===== config.mk =====
export PLATFORM = sky130hd
export DESIGN_NAME = dac_serial_ctrl
export DESIGN_NICKNAME = d
export VERILOG_FILES = /design/src/rtl/bus_pkg.sv /design/src/rtl/dac_pkg.sv /design/src/rtl/dac_serial_ctrl.sv
export SDC_FILE = /design/constraint.sdc
export NUM_CORES = 1
export LEC_CHECK = 0
export BUFFER_PORTS_ARGS = -buffer_cell sky130_fd_sc_hd__buf_2
export CORE_ASPECT_RATIO = 1.25
export CORE_UTILIZATION = 44
export CTS_BUF_LIST = sky130_fd_sc_hd__clkbuf_8
export DETAILED_ROUTE_END_ITERATION = 12
export PLACE_DENSITY = 0.71
export SKIP_CTS_REPAIR_TIMING = 1
export SLEW_MARGIN = 10
export SYNTH_ARGS = -nofsm -noshare
export SYNTH_HDL_FRONTEND = slang
export SYNTH_SLANG_ARGS = --single-unit

===== constraint.sdc =====
create_clock -name ck933 -period 5.5 [get_ports ck933]
set_clock_uncertainty 0.1 [all_clocks]
set_input_delay 0.55 -clock ck933 [delete_from_list [all_inputs] [get_ports ck933]]
set_output_delay 0.55 -clock ck933 [all_outputs]
set_load 0.05 [all_outputs]

===== src/rtl/bus_pkg.sv =====
// register bus types and address map for the DAC/ADC top level
// registers are 16 bit on even byte offsets; paddr[11:8] picks the region
`default_nettype none

package bus_pkg;

  localparam int ADDR_W = 12;
  localparam int DATA_W = 16;

  localparam logic [DATA_W-1:0] VERSION_NUMBER = 16'h003f;

  localparam int SOFT_RST_CYCLES = 6;  // stretched reset length
  localparam int RST_CNT_W = $clog2(SOFT_RST_CYCLES);

  typedef logic [RST_CNT_W-1:0] rst_cnt_t;

  typedef struct packed {
    logic              psel;
    logic              penable;
    logic              pwrite;
    logic [ADDR_W-1:0] paddr;  // byte address
    logic [DATA_W-1:0] pwdata;
  } apb_req_t;

  typedef struct packed {
    logic [DATA_W-1:0] prdata;
    logic              pready;
    logic              pslverr;
  } apb_rsp_t;

  typedef enum logic [1:0] {
    REGION_MISC    = 2'd0,
    REGION_DAC_SPI = 2'd1,
    REGION_DAC_OUT = 2'd2,
    REGION_NONE    = 2'd3   // paddr[11:8] of 3 and up
  } region_e;

  // offsets repeat between regions, so the names below alias these codes
  typedef enum logic [7:0] {
    REG_OFS_00 = 8'h00,
    REG_OFS_02 = 8'h02,
    REG_OFS_04 = 8'h04
  } reg_addr_e;

  localparam reg_addr_e REG_VERSION    = REG_OFS_00;  // misc region
  localparam reg_addr_e REG_RESET      = REG_OFS_02;
  localparam reg_addr_e REG_GPIO       = REG_OFS_04;
  localparam reg_addr_e REG_SPI_CTRL   = REG_OFS_00;  // DAC serial region
  localparam reg_addr_e REG_SPI_STATUS = REG_OFS_02;
  localparam reg_addr_e REG_CH1_SAMPLE = REG_OFS_00;  // DAC output region
  localparam reg_addr_e REG_CH2_SAMPLE = REG_OFS_02;

  // write strobe is high only in the completing access cycle
  typedef struct packed {
    logic              wr;
    reg_addr_e         addr;
    logic [DATA_W-1:0] data;
  } bus_wr_t;

endpackage

`default_nettype wire


===== src/rtl/dac_pkg.sv =====
// DAC sample formats and serial control port definitions
// samples are 18 bit two's complement, DAC words 14 bit offset binary
`default_nettype none

package dac_pkg;

  localparam int SAMPLE_W = 18;
  localparam int DAC_W    = 14;
  localparam int ADC_W    = 14;
  localparam int NUM_DAC  = 3;

  localparam int SCLK_DIV = 4;   // ck933 cycles per sclk period
  localparam int SPI_BITS = 16;  // instruction byte + data byte

  localparam int DIV_W = $clog2(SCLK_DIV);
  localparam int BIT_W = $clog2(SPI_BITS);

  typedef logic [DIV_W-1:0] sclk_div_t;
  typedef logic [BIT_W-1:0] spi_bit_t;

  // view of the serial control register
  typedef struct packed {
    logic       rd;       // 1 = read from the DAC
    logic [1:0] dac_sel;  // 3 selects DAC2 as well
    logic [4:0] addr;
    logic [7:0] data;
  } spi_ctrl_t;

  typedef enum logic [1:0] {
    SPI_IDLE  = 2'd0,
    SPI_INSTR = 2'd1,
    SPI_DATA  = 2'd2
  } spi_state_e;

  typedef logic [DAC_W-1:0] dac_word_t;

  localparam dac_word_t DAC_ZERO = {1'b1, {(DAC_W-1){1'b0}}};  // mid scale

endpackage

`default_nettype wire


===== src/rtl/dac_serial_ctrl.sv =====
// DAC serial control port, one 16-bit transfer shared by three chip selects
// sdio changes on sclk falling edges; a control write is taken only when idle
`timescale 1ns/100ps
`default_nettype none

module dac_serial_ctrl (
  input  wire                        ck933,
  input  wire                        core_rst_i,
  input  wire bus_pkg::bus_wr_t      wr_i,
  input  wire                        sel_i,
  output logic [bus_pkg::DATA_W-1:0] rdata_o,
  output logic                       busy_o,
  output logic                       sclk_o,
  output logic [dac_pkg::NUM_DAC-1:0] ncs_o,
  output logic                       sdio_o,
  output logic                       sdio_oe_o,
  input  wire                        sdio_i
);

  dac_pkg::spi_state_e           state_q;
  dac_pkg::spi_ctrl_t            ctrl_q;
  dac_pkg::spi_ctrl_t            ctrl_wr;
  dac_pkg::sclk_div_t            div_q;
  dac_pkg::spi_bit_t             bit_q;
  logic                          start_q;  // one cycle of ncs low before sclk runs
  logic [dac_pkg::SPI_BITS-1:0]  shift_q;
  logic [7:0]                    rd_byte_q;
  logic [1:0]                    dac_idx;
  logic                          start_wr;
  logic                          running;
  logic                          rise_edge;
  logic                          bit_end;

  assign ctrl_wr   = dac_pkg::spi_ctrl_t'(wr_i.data);
  assign dac_idx   = (ctrl_wr.dac_sel == 2'd3) ? 2'd2 : ctrl_wr.dac_sel;
  assign busy_o    = (state_q != dac_pkg::SPI_IDLE);
  assign start_wr  = wr_i.wr && sel_i && (wr_i.addr == bus_pkg::REG_SPI_CTRL) && !busy_o;
  assign running   = busy_o && !start_q;
  assign rise_edge = running && (div_q == dac_pkg::sclk_div_t'(dac_pkg::SCLK_DIV / 2 - 1));
  assign bit_end   = running && (div_q == dac_pkg::sclk_div_t'(dac_pkg::SCLK_DIV - 1));

  // ******************************
  // transfer FSM
  always_ff @(posedge ck933 or posedge core_rst_i) begin
    if (core_rst_i) begin
      state_q   <= dac_pkg::SPI_IDLE;
      ctrl_q    <= '0;
      div_q     <= '0;
      bit_q     <= '0;
      start_q   <= 1'b0;
      rd_byte_q <= '0;
      sclk_o    <= 1'b0;
      ncs_o     <= '1;
      sdio_oe_o <= 1'b0;
    end else if (start_wr) begin
      state_q        <= dac_pkg::SPI_INSTR;
      ctrl_q         <= ctrl_wr;
      div_q          <= '0;
      bit_q          <= dac_pkg::spi_bit_t'(dac_pkg::SPI_BITS - 1);
      start_q        <= 1'b1;
      ncs_o          <= '1;
      ncs_o[dac_idx] <= 1'b0;  // only the selected DAC
      sdio_oe_o      <= 1'b1;
    end else if (start_q) begin
      start_q <= 1'b0;
    end else if (running) begin
      div_q <= div_q + 1'b1;
      if (rise_edge) begin
        sclk_o <= 1'b1;
        if ((state_q == dac_pkg::SPI_DATA) && ctrl_q.rd) begin
          rd_byte_q <= {rd_byte_q[6:0], sdio_i};  // DAC drives msb first
        end
      end
      if (bit_end) begin
        sclk_o <= 1'b0;
        if (bit_q == '0) begin
          state_q   <= dac_pkg::SPI_IDLE;
          ncs_o     <= '1;
          sdio_oe_o <= 1'b0;
        end else begin
          bit_q <= bit_q - 1'b1;
          if (bit_q == dac_pkg::spi_bit_t'(dac_pkg::SPI_BITS / 2)) begin
            state_q <= dac_pkg::SPI_DATA;
            if (ctrl_q.rd) begin
              sdio_oe_o <= 1'b0;  // release sdio for the read byte
            end
          end
        end
      end
    end
  end

  // instruction byte is rd, two zeros, 5-bit address
  always_ff @(posedge ck933) begin
    if (start_wr) begin
      shift_q <= {ctrl_wr.rd, 2'b00, ctrl_wr.addr, ctrl_wr.data};
    end else if (bit_end) begin
      shift_q <= {shift_q[dac_pkg::SPI_BITS-2:0], 1'b0};
    end
  end

  assign sdio_o = shift_q[dac_pkg::SPI_BITS-1];

  always_comb begin
    case (wr_i.addr)
      bus_pkg::REG_SPI_CTRL:   rdata_o = ctrl_q;
      bus_pkg::REG_SPI_STATUS: rdata_o = {rd_byte_q, 7'b0, busy_o};
      default:                 rdata_o = '0;
    endcase
  end

endmodule

`default_nettype wire


======== After elaboration in Yosys (flattened, before gate mapping) ========
Cells that the tools add are included.
W data, S select, Z words.
storage, ports and cells
  register bits ........................... 54
  input bits .............................. 29
  output and inout port bits .............. 23
  logic and storage cells ................. 90
operators by class
  add/sub/neg operators ................... 2
  order comparisons ....................... 2
  equality and inequality tests ........... 8
  multiplexer cells ....................... 35
  bitwise operators ....................... 3
  reductions and logical operators ........ 26
operators with widths
  operator               number
  $mux W16               2
  $pmux W16 S2           1
  $mux W2                10
  $mux W4                5
  $reduce_and A4 Y1      4
  $mux W3                5
  $mux W1                11
  $reduce_and A5 Y1      2
  $reduce_bool A2 Y1     5
  $eq A8 B2 Y1 const B   1
  $logic_and A1 B1 Y1    8
  $logic_not A8 Y1       1
  $eq A2 B2 Y1 const B   3
  $reduce_bool A3 Y1     2
  $eq A4 B4 Y1 const B   1
  $logic_not A4 Y1       1
  $sub A4 B1 Y4 const B  1
  $lt A2 B3 Y1 const B   1
  $not A3 Y3             1
  $add A2 B1 Y2 const B  1
  $demux W1 S2           1
  $eq A2 B1 Y1 const B   1
  $ge A2 B1 Y1 const B   1
  $logic_not A1 Y1       2
  4 further kinds        5

======== Longest topological paths before layout ========
Gate-level depths: netlist of run 1.
  depth after elaboration ................. 8
  mapped depth ............................ 7
  gate-level depth less buffers ........... 6

======== Worst setup path before layout of run 1 ========
OpenSTA, ideal clock, no wires.
  kind .................................... input-to-output
  from .................................... in wr_i[23] (netlist name)
  to ...................................... out rdata_o[0] (netlist name)
  arrival time ............................ 2.084 ns
  data required time ...................... 4.850 ns
  setup slack ............................. 2.766 ns
  cell stages on the path ................. 4
  buffers on the path ..................... 1
  cell sequence ........................... or4_1 buf_2 nor3_2 a22o_1
on the way
  word-level cells in the longest chain between the ends .. 2
  elaborated cells on any way between the ends .. 3
  classes of those cells .................. 1 x eq/ne; 1 x mux; 1 x reduce/logical
ends and longest elaborated chain
  item                                              line                    text
  start: declaration                                dac_serial_ctrl.sv:9    input wire bus_pkg::bus_wr_t wr_i,
  $eq A8 B2 Y1 or $logic_not A8 Y1 (tied branches)  dac_serial_ctrl.sv:105  case (wr_i.addr)
  $pmux W16 S2 *                                    dac_serial_ctrl.sv:105
  end: declaration                                  dac_serial_ctrl.sv:11   output logic [bus_pkg::DATA_W-1:0] rdata_o,
Every way passes the cells marked *; elsewhere a longest branch is shown, timed or not.

======== Final worst setup path of run 1 ========
Ends and elaborated chain as after synthesis.

==> impl_metrics.py, run 1 <==
metrics = {
    "worst_setup_path": {
        "crit_start": "wr_i[23]",
        "worst_ep_arrival_time_ns": 2.39,
        "endpoint": "rdata_o[0]",
        "start_kind": "input pin",
        "crit_type": "in -> out",
        "reg2reg_depth": 4,
        "regToRegSetupSlack_ns": 3.06,
        "r2r_end": "shift_q[6]$_DFFE_PN_",
        "critPathMaxFanout": 9,
        "cp.required_ns": 4.85,
        "worstReg2RegStart": "state_q[1]$_DFFE_PP0P_",
        "cp-end-kind": "output pin",
    },
    "pwr": {
        "power.leakage_uw": 0.00147,
        "pwr_density_cell_nw_per_um2": 416,
        "irDropWorstVdd_mv": 0.214,
    },
    "yosys": {
        "avgSynthCellArea_um2": 10.6,
        "yosysWarnings": 0,
        "yosysTopAreaCell": "dfrtp_1",
        "yosysSeqAreaShare": 0.597,
        "syn_area_um2": 2370,
        "synthTopCellsByArea": "dfrtp_1 (37%), edfxtp_1 (18%), nand2_1 (13%)",
        "synth_top_area_share": 0.370,
        "ys_ff_latch": 54,
        "syn-instance-count": 223,
        "syn_nets": 255,
        "ys_types": 39,
    },
    "placed_design": {
        "place_congestion": 0.747,
        "place.port_buffers": 51,
        "place_ws_ns": 2.44,
        "hpwl_um": 3580,
        "dpl_cell_area_um2": 2680,
    },
    "global_routing": {
        "grt_max_degree": 39,
        "overflow": 0,
        "grt_pass1_vias": 1752,
        "antenna_found_initial": 0,
        "grt_pass1_wl_um": 8200,
        "grtUsageTotal": 0.197,
    },
    "die": {
        "start_util": 0.463,
        "die-height_um": 84.1,
        "io_pins": 52,
        "coreArea_um2": 5120,
        "die_w_um": 67.6,
        "num_rows": 29,
        "die_area_um2": 5690,
    },
    "clocking": {
        "clkTransAtPathRegs_ns": 0.09,
        "cts_buffers": 5,
        "cts_tree": "done",
        "clk_path_buf_depth": 2,
        "clkLatencyLatePin_ns": 0.30,
        "root_buffer": "clkbuf_8",
        "cts.sinks": 54,
        "htreeDepth": 2,
    },
    "sta": {
        "rsz0062_at_grt": "no",
        "post-route-period-util": 0.553,
        "finalHoldViolations": 0,
        "fin_ws_ns": 2.46,
        "holdWs_ns": 0.246,
        "finalCriticalPeriod_ns": 3.04,
        "setup_violations": 0,
        "worstMarginPinSlew_ns": 1.15,
        "relSlewSlack": 0.226,
        "slew_viol_final": 0,
        "finalSetupTns_ns": 0,
        "fmax_mhz": 329,
    },
    "cells_and_area": {
        "n_fill_cell": 466,
        "final_cell_mix": "nand2_1 (84), buf_2 (51), dfrtp_1 (35)",
        "drive_gt1_frac": 0.283,
        "final_util": 0.539,
        "postLayoutCellArea_um2": 2760,
        "syn_to_final_growth_pct": 16.4,
        "nNetsFinal": 307,
        "mostFrequentLayoutCell": "nand2_1",
        "antenna_cells": 0,
    },
    "drt": {
        "wl_per_cell_um": 14.9,
        "vias": 1737,
        "ant_nets": 0,
        "drc_errors": 0,
        "dr.pass1.iters": 4,
        "drt_iter0_drc": 87,
        "viasPerCell": 5.14,
        "routed_wl_um": 5040,
    },
    "run": {
        "max-cap-violations": 0,
    },
    "outcome": {
        "outcome": "finished, final reports clean",
    },
    "hold_path": {
        "hold_class": "in -> async",
    },
}
worst max-delay path, stage by stage:
cell and delay, ns:
buf_2 0.10, or4_1 0.65, nor3_2 0.57, a22o_1 0.25
buf_2 0.26
metal layers:
layer / wire length (um) / vias up / global-route usage
li1: - / 867 / -
met1: 2280 / 830 / 0.257
met2: 2490 / 35 / 0.315
met3: 192 / 5 / 0.0492
met4: 65 / 0 / 0.0638
met5: 0 / - / 0
report_power, final:
part	internal, uW	leakage (uW)	total [uW]	switching (uW)
logic	119	0.000778	364	245
registers	523	0.000650	572	48.8
clock network	86.1	0.0000468	211	125
worst min-delay path by stage:
stage | end | slack (ns) | cells past startpoint
after floorplan | ctrl_q[3]$_DFFE_PP0P_ | 0.33 | 2
after global placement | shift_q[14]$_SDFFE_PP0N_ | 0.34 | 2
after detailed placement | shift_q[13]$_SDFFE_PP0N_ | 0.35 | 2
after CTS | div_q[0]$_DFFE_PP0P_ | 0.26 | 3
after global routing | sdio_oe_o$_DFFE_PP0P_ | 0.30 | 3
final | div_q[0]$_DFFE_PP0P_ | 0.25 | 3
state kept, by name (all words and copies together), names as in the netlist:
register,cells
bit_q,4
ctrl_q,16
sdio_oe_o,1
shift_q,16
state_q,2
div_q,2
start_q,1
ncs_o,3
rd_byte_q,8
sclk_o,1
layout make-up:
type	count	area [um2]	area share
inverter	6	22.5	0.00817
timing repair buffer	53	270	0.0980
sequential	54	1420	0.513
tap	62	77.6	0.0281
multi-input combinational	155	891	0.323
clock buffer	5	68.8	0.0250
clock inverter	3	12.5	0.00454
through the flow:
stage | std cells | power, uW
after global placement | 330 | 929
after detailed placement | 330 | 944
final | 338 | 1150
after global routing | 338 | 1210
after CTS | 338 | 1150
after floorplan | 223 | 855
cell families (layout without fill, tap and decap cells):
logic type | Yosys count | after routing | synth area share
AOI/OAI and AO/OA | 21 | 21 | 0.0718
and+or+nand+nor | 120 | 120 | 0.238
muxes | 9 | 9 | 0.0428
adders and majority gates | 3 | 3 | 0.0158
DFF | 54 | 54 | 0.597
xor gates and xnor gates | 2 | 2 | 0.00739
buffers and inverters | 14 | 67 | 0.0269
synthesized netlist by cell type:
cell      number
o21ba_2        1
or2_2          1
nor4_1         1
a211oi_1       1
a21o_1         1
or3b_2         1
nand4_1        1
clkbuf_1       4
nor2_1         5
nand3_1        4
nand2_1       84
a22o_1         9
nand3b_1       1
mux2_2         9
nor3_2         2
inv_1          6
dfrtp_1       35
dfxtp_1        2
o31a_1         3
or3_1          3
o31ai_1        1
xnor2_1        2
or4_1          1
edfxtp_1      14
nor3_1         1
and2_1         2
dfstp_2        3
nor2b_1        1
and3_1         8
nor4b_4        1
a221o_1        1
nor4_2         1
o211ai_1       1
a21oi_1        3
buf_2          3
buf_6          1
nand4b_1       1
nor4bb_1       1
ha_1           3
(Power assumes the default switching activity.)
==> run 2: changes to the inputs <==
ABC_AREA = 1   (was not set)
clock period = 3 ns   (was 5.5 ns; I/O delays follow)
==> run 2 against run 1 <==
Against the previous run:
- the run now ends with negative hold slack left
- power rose by 33%
- register-to-register slack worse by 1.9 ns
- global-route usage fell by 3.8 points
- non-clock buffer count unchanged
- via count up 6.6%
- flip-flop and latch count unchanged
- cell count is 15% higher
- first-iteration DRC count increased by 14%
- largest cell class unchanged
- highest routed layer unchanged
==> impl_metrics.py, run 2 <==
metrics = {
    "drt": {
        "vias": 1851,
        "ant_nets": 0,
        "viasPerCell": 4.76,
        "drt_iter0_drc": 99,
        "routed_wl_um": 4390,
        "wl_per_cell_um": 11.3,
        "dr.pass1.iters": 4,
        "drc_errors": 0,
    },
    "clocking": {
        "clkLatencyLatePin_ns": 0.31,
        "clkTransAtPathRegs_ns": 0.10,
        "clk_path_buf_depth": 2,
        "cts.sinks": 54,
        "cts_buffers": 5,
        "cts_tree": "done",
        "root_buffer": "clkbuf_8",
        "htreeDepth": 2,
    },
    "cells_and_area": {
        "final_util": 0.530,
        "antenna_cells": 0,
        "mostFrequentLayoutCell": "nand2_1",
        "final_cell_mix": "nand2_1 (62), buf_2 (51), inv_1 (43)",
        "multi_input_area_um2": 822,
        "syn_to_final_growth_pct": 16.1,
        "top_regs": "ctrl_q x16, shift_q x16, rd_byte_q x8",
        "n_fill_cell": 510,
        "drive_gt1_frac": 0.258,
        "seq_area_um2": 1420,
        "nNetsFinal": 356,
        "postLayoutCellArea_um2": 2870,
    },
    "worst_setup_path": {
        "cp_common_cell": "buf_2",
        "crit_type": "in -> out",
        "cp_num_buf_inv": 3,
        "start_kind": "input pin",
        "critPathTopFamily": "buffers and inverters",
        "critPathMaxFanout": 11,
        "cp-end-kind": "output pin",
        "worst_ep_arrival_time_ns": 1.53,
        "cpPeakStageDelay_ns": 0.29,
        "crit_chain": "buf_2, nor2_1, nand2_1, nor2_4, inv_1, o22ai_1, buf_2",
        "cp.required_ns": 2.60,
        "cpMaxStageDelayCell": "buf_2",
    },
    "die": {
        "coreArea_um2": 5410,
        "die_area_um2": 5920,
        "io_pins": 52,
        "die_w_um": 69.0,
        "die-height_um": 85.8,
        "start_util": 0.457,
        "num_rows": 30,
    },
    "yosys": {
        "syn_area_um2": 2470,
        "synth_edf_count": 14,
        "yosysTopAreaCell": "dfrtp_1",
        "yosysSeqAreaShare": 0.573,
        "synth_top_area_share": 0.355,
        "ys_types": 29,
        "synthTopCellsByArea": "dfrtp_1 (35%), edfxtp_1 (17%), nand2_1 (9.4%)",
        "synth_common_cells": "nand2_1 (62), inv_1 (42), dfrtp_1 (35)",
        "yosysWarnings": 0,
        "ys_ff_latch": 54,
        "async_reset_ff_frac": 0.704,
        "synth_most_common_cell": "nand2_1",
        "synthFlopType": "dfrtp_1",
        "avgSynthCellArea_um2": 9.08,
        "syn-instance-count": 272,
        "syn_nets": 304,
    },
    "pwr": {
        "power.leakage_uw": 0.00139,
        "pwr_density_cell_nw_per_um2": 533,
        "irDropWorstVdd_mv": 0.320,
    },
    "sta": {
        "finalHoldViolations": 5,
        "fmax_mhz": 519,
        "setup_violations": 0,
        "relSlewSlack": 0.614,
        "slew_viol_final": 0,
        "finalCriticalPeriod_ns": 1.93,
        "worstMarginPinSlew_ns": 0.577,
        "holdWs_ns": -0.00162,
        "post-route-period-util": 0.642,
        "finalSetupTns_ns": 0,
        "rsz0062_at_grt": "no",
    },
    "global_routing": {
        "grtUsageTotal": 0.159,
        "overflow": 0,
        "grt_pass1_wl_um": 7390,
        "grt_max_degree": 41,
        "antenna_found_initial": 0,
        "grt_pass1_vias": 1656,
        "use_met1": 0.195,
        "grt_most_used_layer": "met2",
        "grt_util_met3": 0.0400,
        "grt_use_met2": 0.271,
    },
    "placed_design": {
        "dpl_cell_area_um2": 2760,
        "place.port_buffers": 51,
        "hpwl_um": 3190,
        "place_congestion": 0.775,
    },
    "run": {
        "max-cap-violations": 0,
    },
    "outcome": {
        "outcome": "finished, violations left",
        "violations": "negative hold slack",
    },
    "hold_path": {
        "hold_class": "in -> async",
    },
}
[run 2: power by group]
part	switching, uW	total [uW]	internal [uW]
combinational	139	214	75.3
sequential	34.3	852	817
clock	219	462	243
[run 2: path summary, 6_finish.rpt]
kind | startpoint | endpoint | slack [ns] | depth (start not counted)
max | wr_i[23] | rdata_o[15] | 1.07 | 7
min | core_rst_i | ctrl_q[2]$_DFFE_PP0P_ | -0.002 | 3
max reg2reg | state_q[1]$_DFFE_PP0P_ | shift_q[10]$_DFFE_PN_ | 1.21 | 8
min reg2reg | shift_q[14]$_SDFFE_PP0N_ | shift_q[14]$_SDFFE_PP0N_ | 0.36 | 2
max in group asynchronous | core_rst_i | ncs_o[1]$_DFFE_PP1P_ | 2.44 | 3
min in group ck933 | wr_i[1] | ctrl_q[1]$_DFFE_PP0P_ | 0.13 | 3
[run 2: worst reg2reg max path, delay by kind of cell (launching register included)]
family | cells | cell delay (ns)
and+or+nand+nor | 5 | 0.60
DFF | 1 | 0.44
buffers and inverters | 3 | 0.55
[run 2: through the flow]
step / cells / hold WS (ns) / worst slack [ns] / power (uW)
after floorplan: 272 / 0.324 / 0.794 / 1020
after global placement: 381 / 0.337 / 1.09 / 1070
after detailed placement: 381 / 0.350 / 1.06 / 1090
after CTS: 389 / 0.00686 / 1.05 / 1550
after global routing: 389 / 0.0655 / 0.937 / 1620
final: 389 / -0.00162 / 1.07 / 1530
[run 2: cell type report]
| class | count | share of cell area |
|---|---|---|
| Tap cell | 64 | 0.0279 |
| Clock inverter | 3 | 0.0131 |
| Timing Repair Buffer | 53 | 0.0943 |
| Clock buffer | 5 | 0.0240 |
| Multi-Input combinational cell | 164 | 0.287 |
| Sequential cell | 54 | 0.494 |
| Inverter | 46 | 0.0602 |
[run 2: kinds of logic (layout without fill, tap and decap cells)]
logic type,after synthesis,count (layout),share of synthesized area
simple gates,110,110,0.195
flops,54,54,0.573
buf+inv,54,107,0.0942
compound gates,50,50,0.120
fa+ha+maj,3,3,0.0152
xor+xnor,1,1,0.00355
[run 2: metal layers]
metal | wire length (um) | vias to the layer above
li1 | - | 955
met1 | 2010 | 842
met2 | 2130 | 49
met3 | 199 | 5
met4 | 51 | 0
met5 | 0 | -
==> run 3: changes to the inputs <==
clock period = 1.86 ns   (was 3 ns; I/O delays follow)
==> run 3 against run 2 <==
Against the previous run:
- routed wire length grew 6.2%
- the run now ends clean
- first-iteration DRC count grew 5.1%
- die area is the same
- critical endpoint unchanged
==> impl_metrics.py, run 3 (same netlist as run 2, synthesis figures left out) <==
metrics = {
    "outcome": {
        "outcome": "finished, final reports clean",
    },
    "placed_design": {
        "place.port_buffers": 51,
        "place_congestion": 0.803,
        "dp_cells": 384,
        "hpwl_um": 3480,
    },
    "die": {
        "die_area_um2": 5920,
        "num_rows": 30,
        "start_util": 0.457,
        "die_w_um": 69.0,
        "io_pins": 52,
        "coreArea_um2": 5410,
        "die-height_um": 85.8,
    },
    "pwr": {
        "power_frac_comb": 0.139,
        "p_seq_frac": 0.545,
        "power.leakage_uw": 0.00141,
        "p_sw_frac": 0.256,
        "intPower_uw": 1880,
        "power.switching_uw": 645,
        "clkPwrFrac": 0.316,
        "pwr_density_cell_nw_per_um2": 866,
        "irDropWorstVdd_mv": 0.433,
    },
    "sta": {
        "finalHoldViolations": 0,
        "finalCriticalPeriod_ns": 1.72,
        "rsz0062_at_grt": "no",
        "fmax_mhz": 582,
        "setup_violations": 0,
        "worstMarginPinSlew_ns": 0.433,
        "slew_viol_final": 0,
        "holdWs_ns": 0.0171,
        "relSlewSlack": 0.711,
        "post-route-period-util": 0.923,
    },
    "hold_path": {
        "hold_class": "in -> reg",
    },
    "drt": {
        "drc_errors": 0,
        "viasPerCell": 4.82,
        "dr.pass1.iters": 4,
        "wl_per_cell_um": 11.9,
        "vias": 1893,
        "drt_iter0_drc": 104,
        "ant_nets": 0,
        "routed_wl_um": 4660,
    },
    "worst_setup_path": {
        "regToRegSetupSlack_ns": 0.18,
        "cpMaxStageDelayCell": "buf_2",
        "cp-end-kind": "output pin",
        "crit_type": "in -> out",
        "worst_ep_arrival_time_ns": 1.43,
        "critPathTopFamily": "buffers and inverters",
        "crit_chain": "buf_2, nor2_1, nand2_1, nor2_4, inv_1, o22ai_1, buf_2",
        "critPathMaxFanout": 11,
        "cp.required_ns": 1.57,
        "cp_num_buf_inv": 3,
        "cpPeakStageDelay_ns": 0.29,
        "start_kind": "input pin",
        "cp_common_cell": "buf_2",
    },
    "run": {
        "max-cap-violations": 0,
    },
    "global_routing": {
        "grt_pass1_wl_um": 7670,
        "grtUsageTotal": 0.161,
        "overflow": 0,
        "antenna_found_initial": 0,
        "grt_pass1_vias": 1700,
        "grt_max_degree": 24,
    },
    "cells_and_area": {
        "nNetsFinal": 360,
        "final_util": 0.539,
        "mostFrequentLayoutCell": "nand2_1",
        "drive_gt1_frac": 0.271,
        "top_regs": "ctrl_q x16, shift_q x16, rd_byte_q x8",
        "final_cell_mix": "nand2_1 (61), buf_2 (51), inv_1 (43)",
        "final_cells": 393,
        "syn_to_final_growth_pct": 17.9,
        "antenna_cells": 0,
    },
    "clocking": {
        "root_buffer": "clkbuf_8",
        "clkTransAtPathRegs_ns": 0.10,
        "cts_buffers": 5,
        "cts_tree": "done",
        "htreeDepth": 2,
        "clk_path_buf_depth": 2,
        "clkLatencyLatePin_ns": 0.30,
        "cts.sinks": 54,
    },
}
==> run 3: path summary, 6_finish.rpt <==
path | to | cells past startpoint | startpoint
min in group asynchronous | ctrl_q[14]$_DFFE_PP0P_ | 3 | core_rst_i
worst min register to register | shift_q[14]$_SDFFE_PP0N_ | 2 | shift_q[14]$_SDFFE_PP0N_
worst min-delay path | ctrl_q[11]$_DFFE_PP0P_ | 3 | wr_i[11]
worst max-delay path | rdata_o[15] | 7 | wr_i[21]
max in group asynchronous | bit_q[1]$_DFFE_PP0P_ | 4 | core_rst_i
worst max register to register | shift_q[9]$_DFFE_PN_ | 5 | state_q[1]$_DFFE_PP0P_
==> run 3: worst register-to-register path, delay by kind of cell (launching register included) <==
kind | cells | cell delay (ns)
buffers and inverters | 1 | 0.06
AND/OR/NAND/NOR | 4 | 0.74
flip-flops | 1 | 0.44
==> run 3: routing by layer <==
| layer | share of wire | track usage | vias up |
|---|---|---|---|
| met5 | 0 | 0 | - |
| met4 | 0.0097 | 0.0445 | 0 |
| met3 | 0.049 | 0.0306 | 4 |
| met2 | 0.49 | 0.277 | 54 |
| met1 | 0.45 | 0.209 | 870 |
| li1 | - | - | 965 |
==> run 3: per-stage QoR <==
stage	area [um2]	TNS, ns	setup slack, ns	total power (uW)
2_1_floorplan	2470	-0.711	-0.118	1650
3_3_place_gp	2790	0	0.166	1730
3_5_place_dp	2790	0	0.123	1760
4_1_cts	2900	0	0.122	2550
5_1_grt	2910	0	0.00879	2640
6_report	2910	0	0.142	2520
==> run 3: power by group through the flow <==
stage / clock network, uW / logic, uW / registers (uW)
2_1_floorplan: 0 / 211 / 1440
3_3_place_gp: 0 / 340 / 1390
3_5_place_dp: 0 / 357 / 1400
4_1_cts: 819 / 357 / 1380
5_1_grt: 859 / 398 / 1390
6_report: 796 / 351 / 1370
==> run 3: cell type report <==
| class | count | area [um2] |
|---|---|---|
| fillers | 498 | 2490 |
| well taps | 64 | 80.1 |
| repair buffers | 57 | 303 |
| clock buffers | 6 | 82.6 |
| flip-flops and latches | 54 | 1420 |
| inverters | 46 | 173 |
| multi-input cells | 164 | 825 |
| clock inverters | 2 | 33.8 |
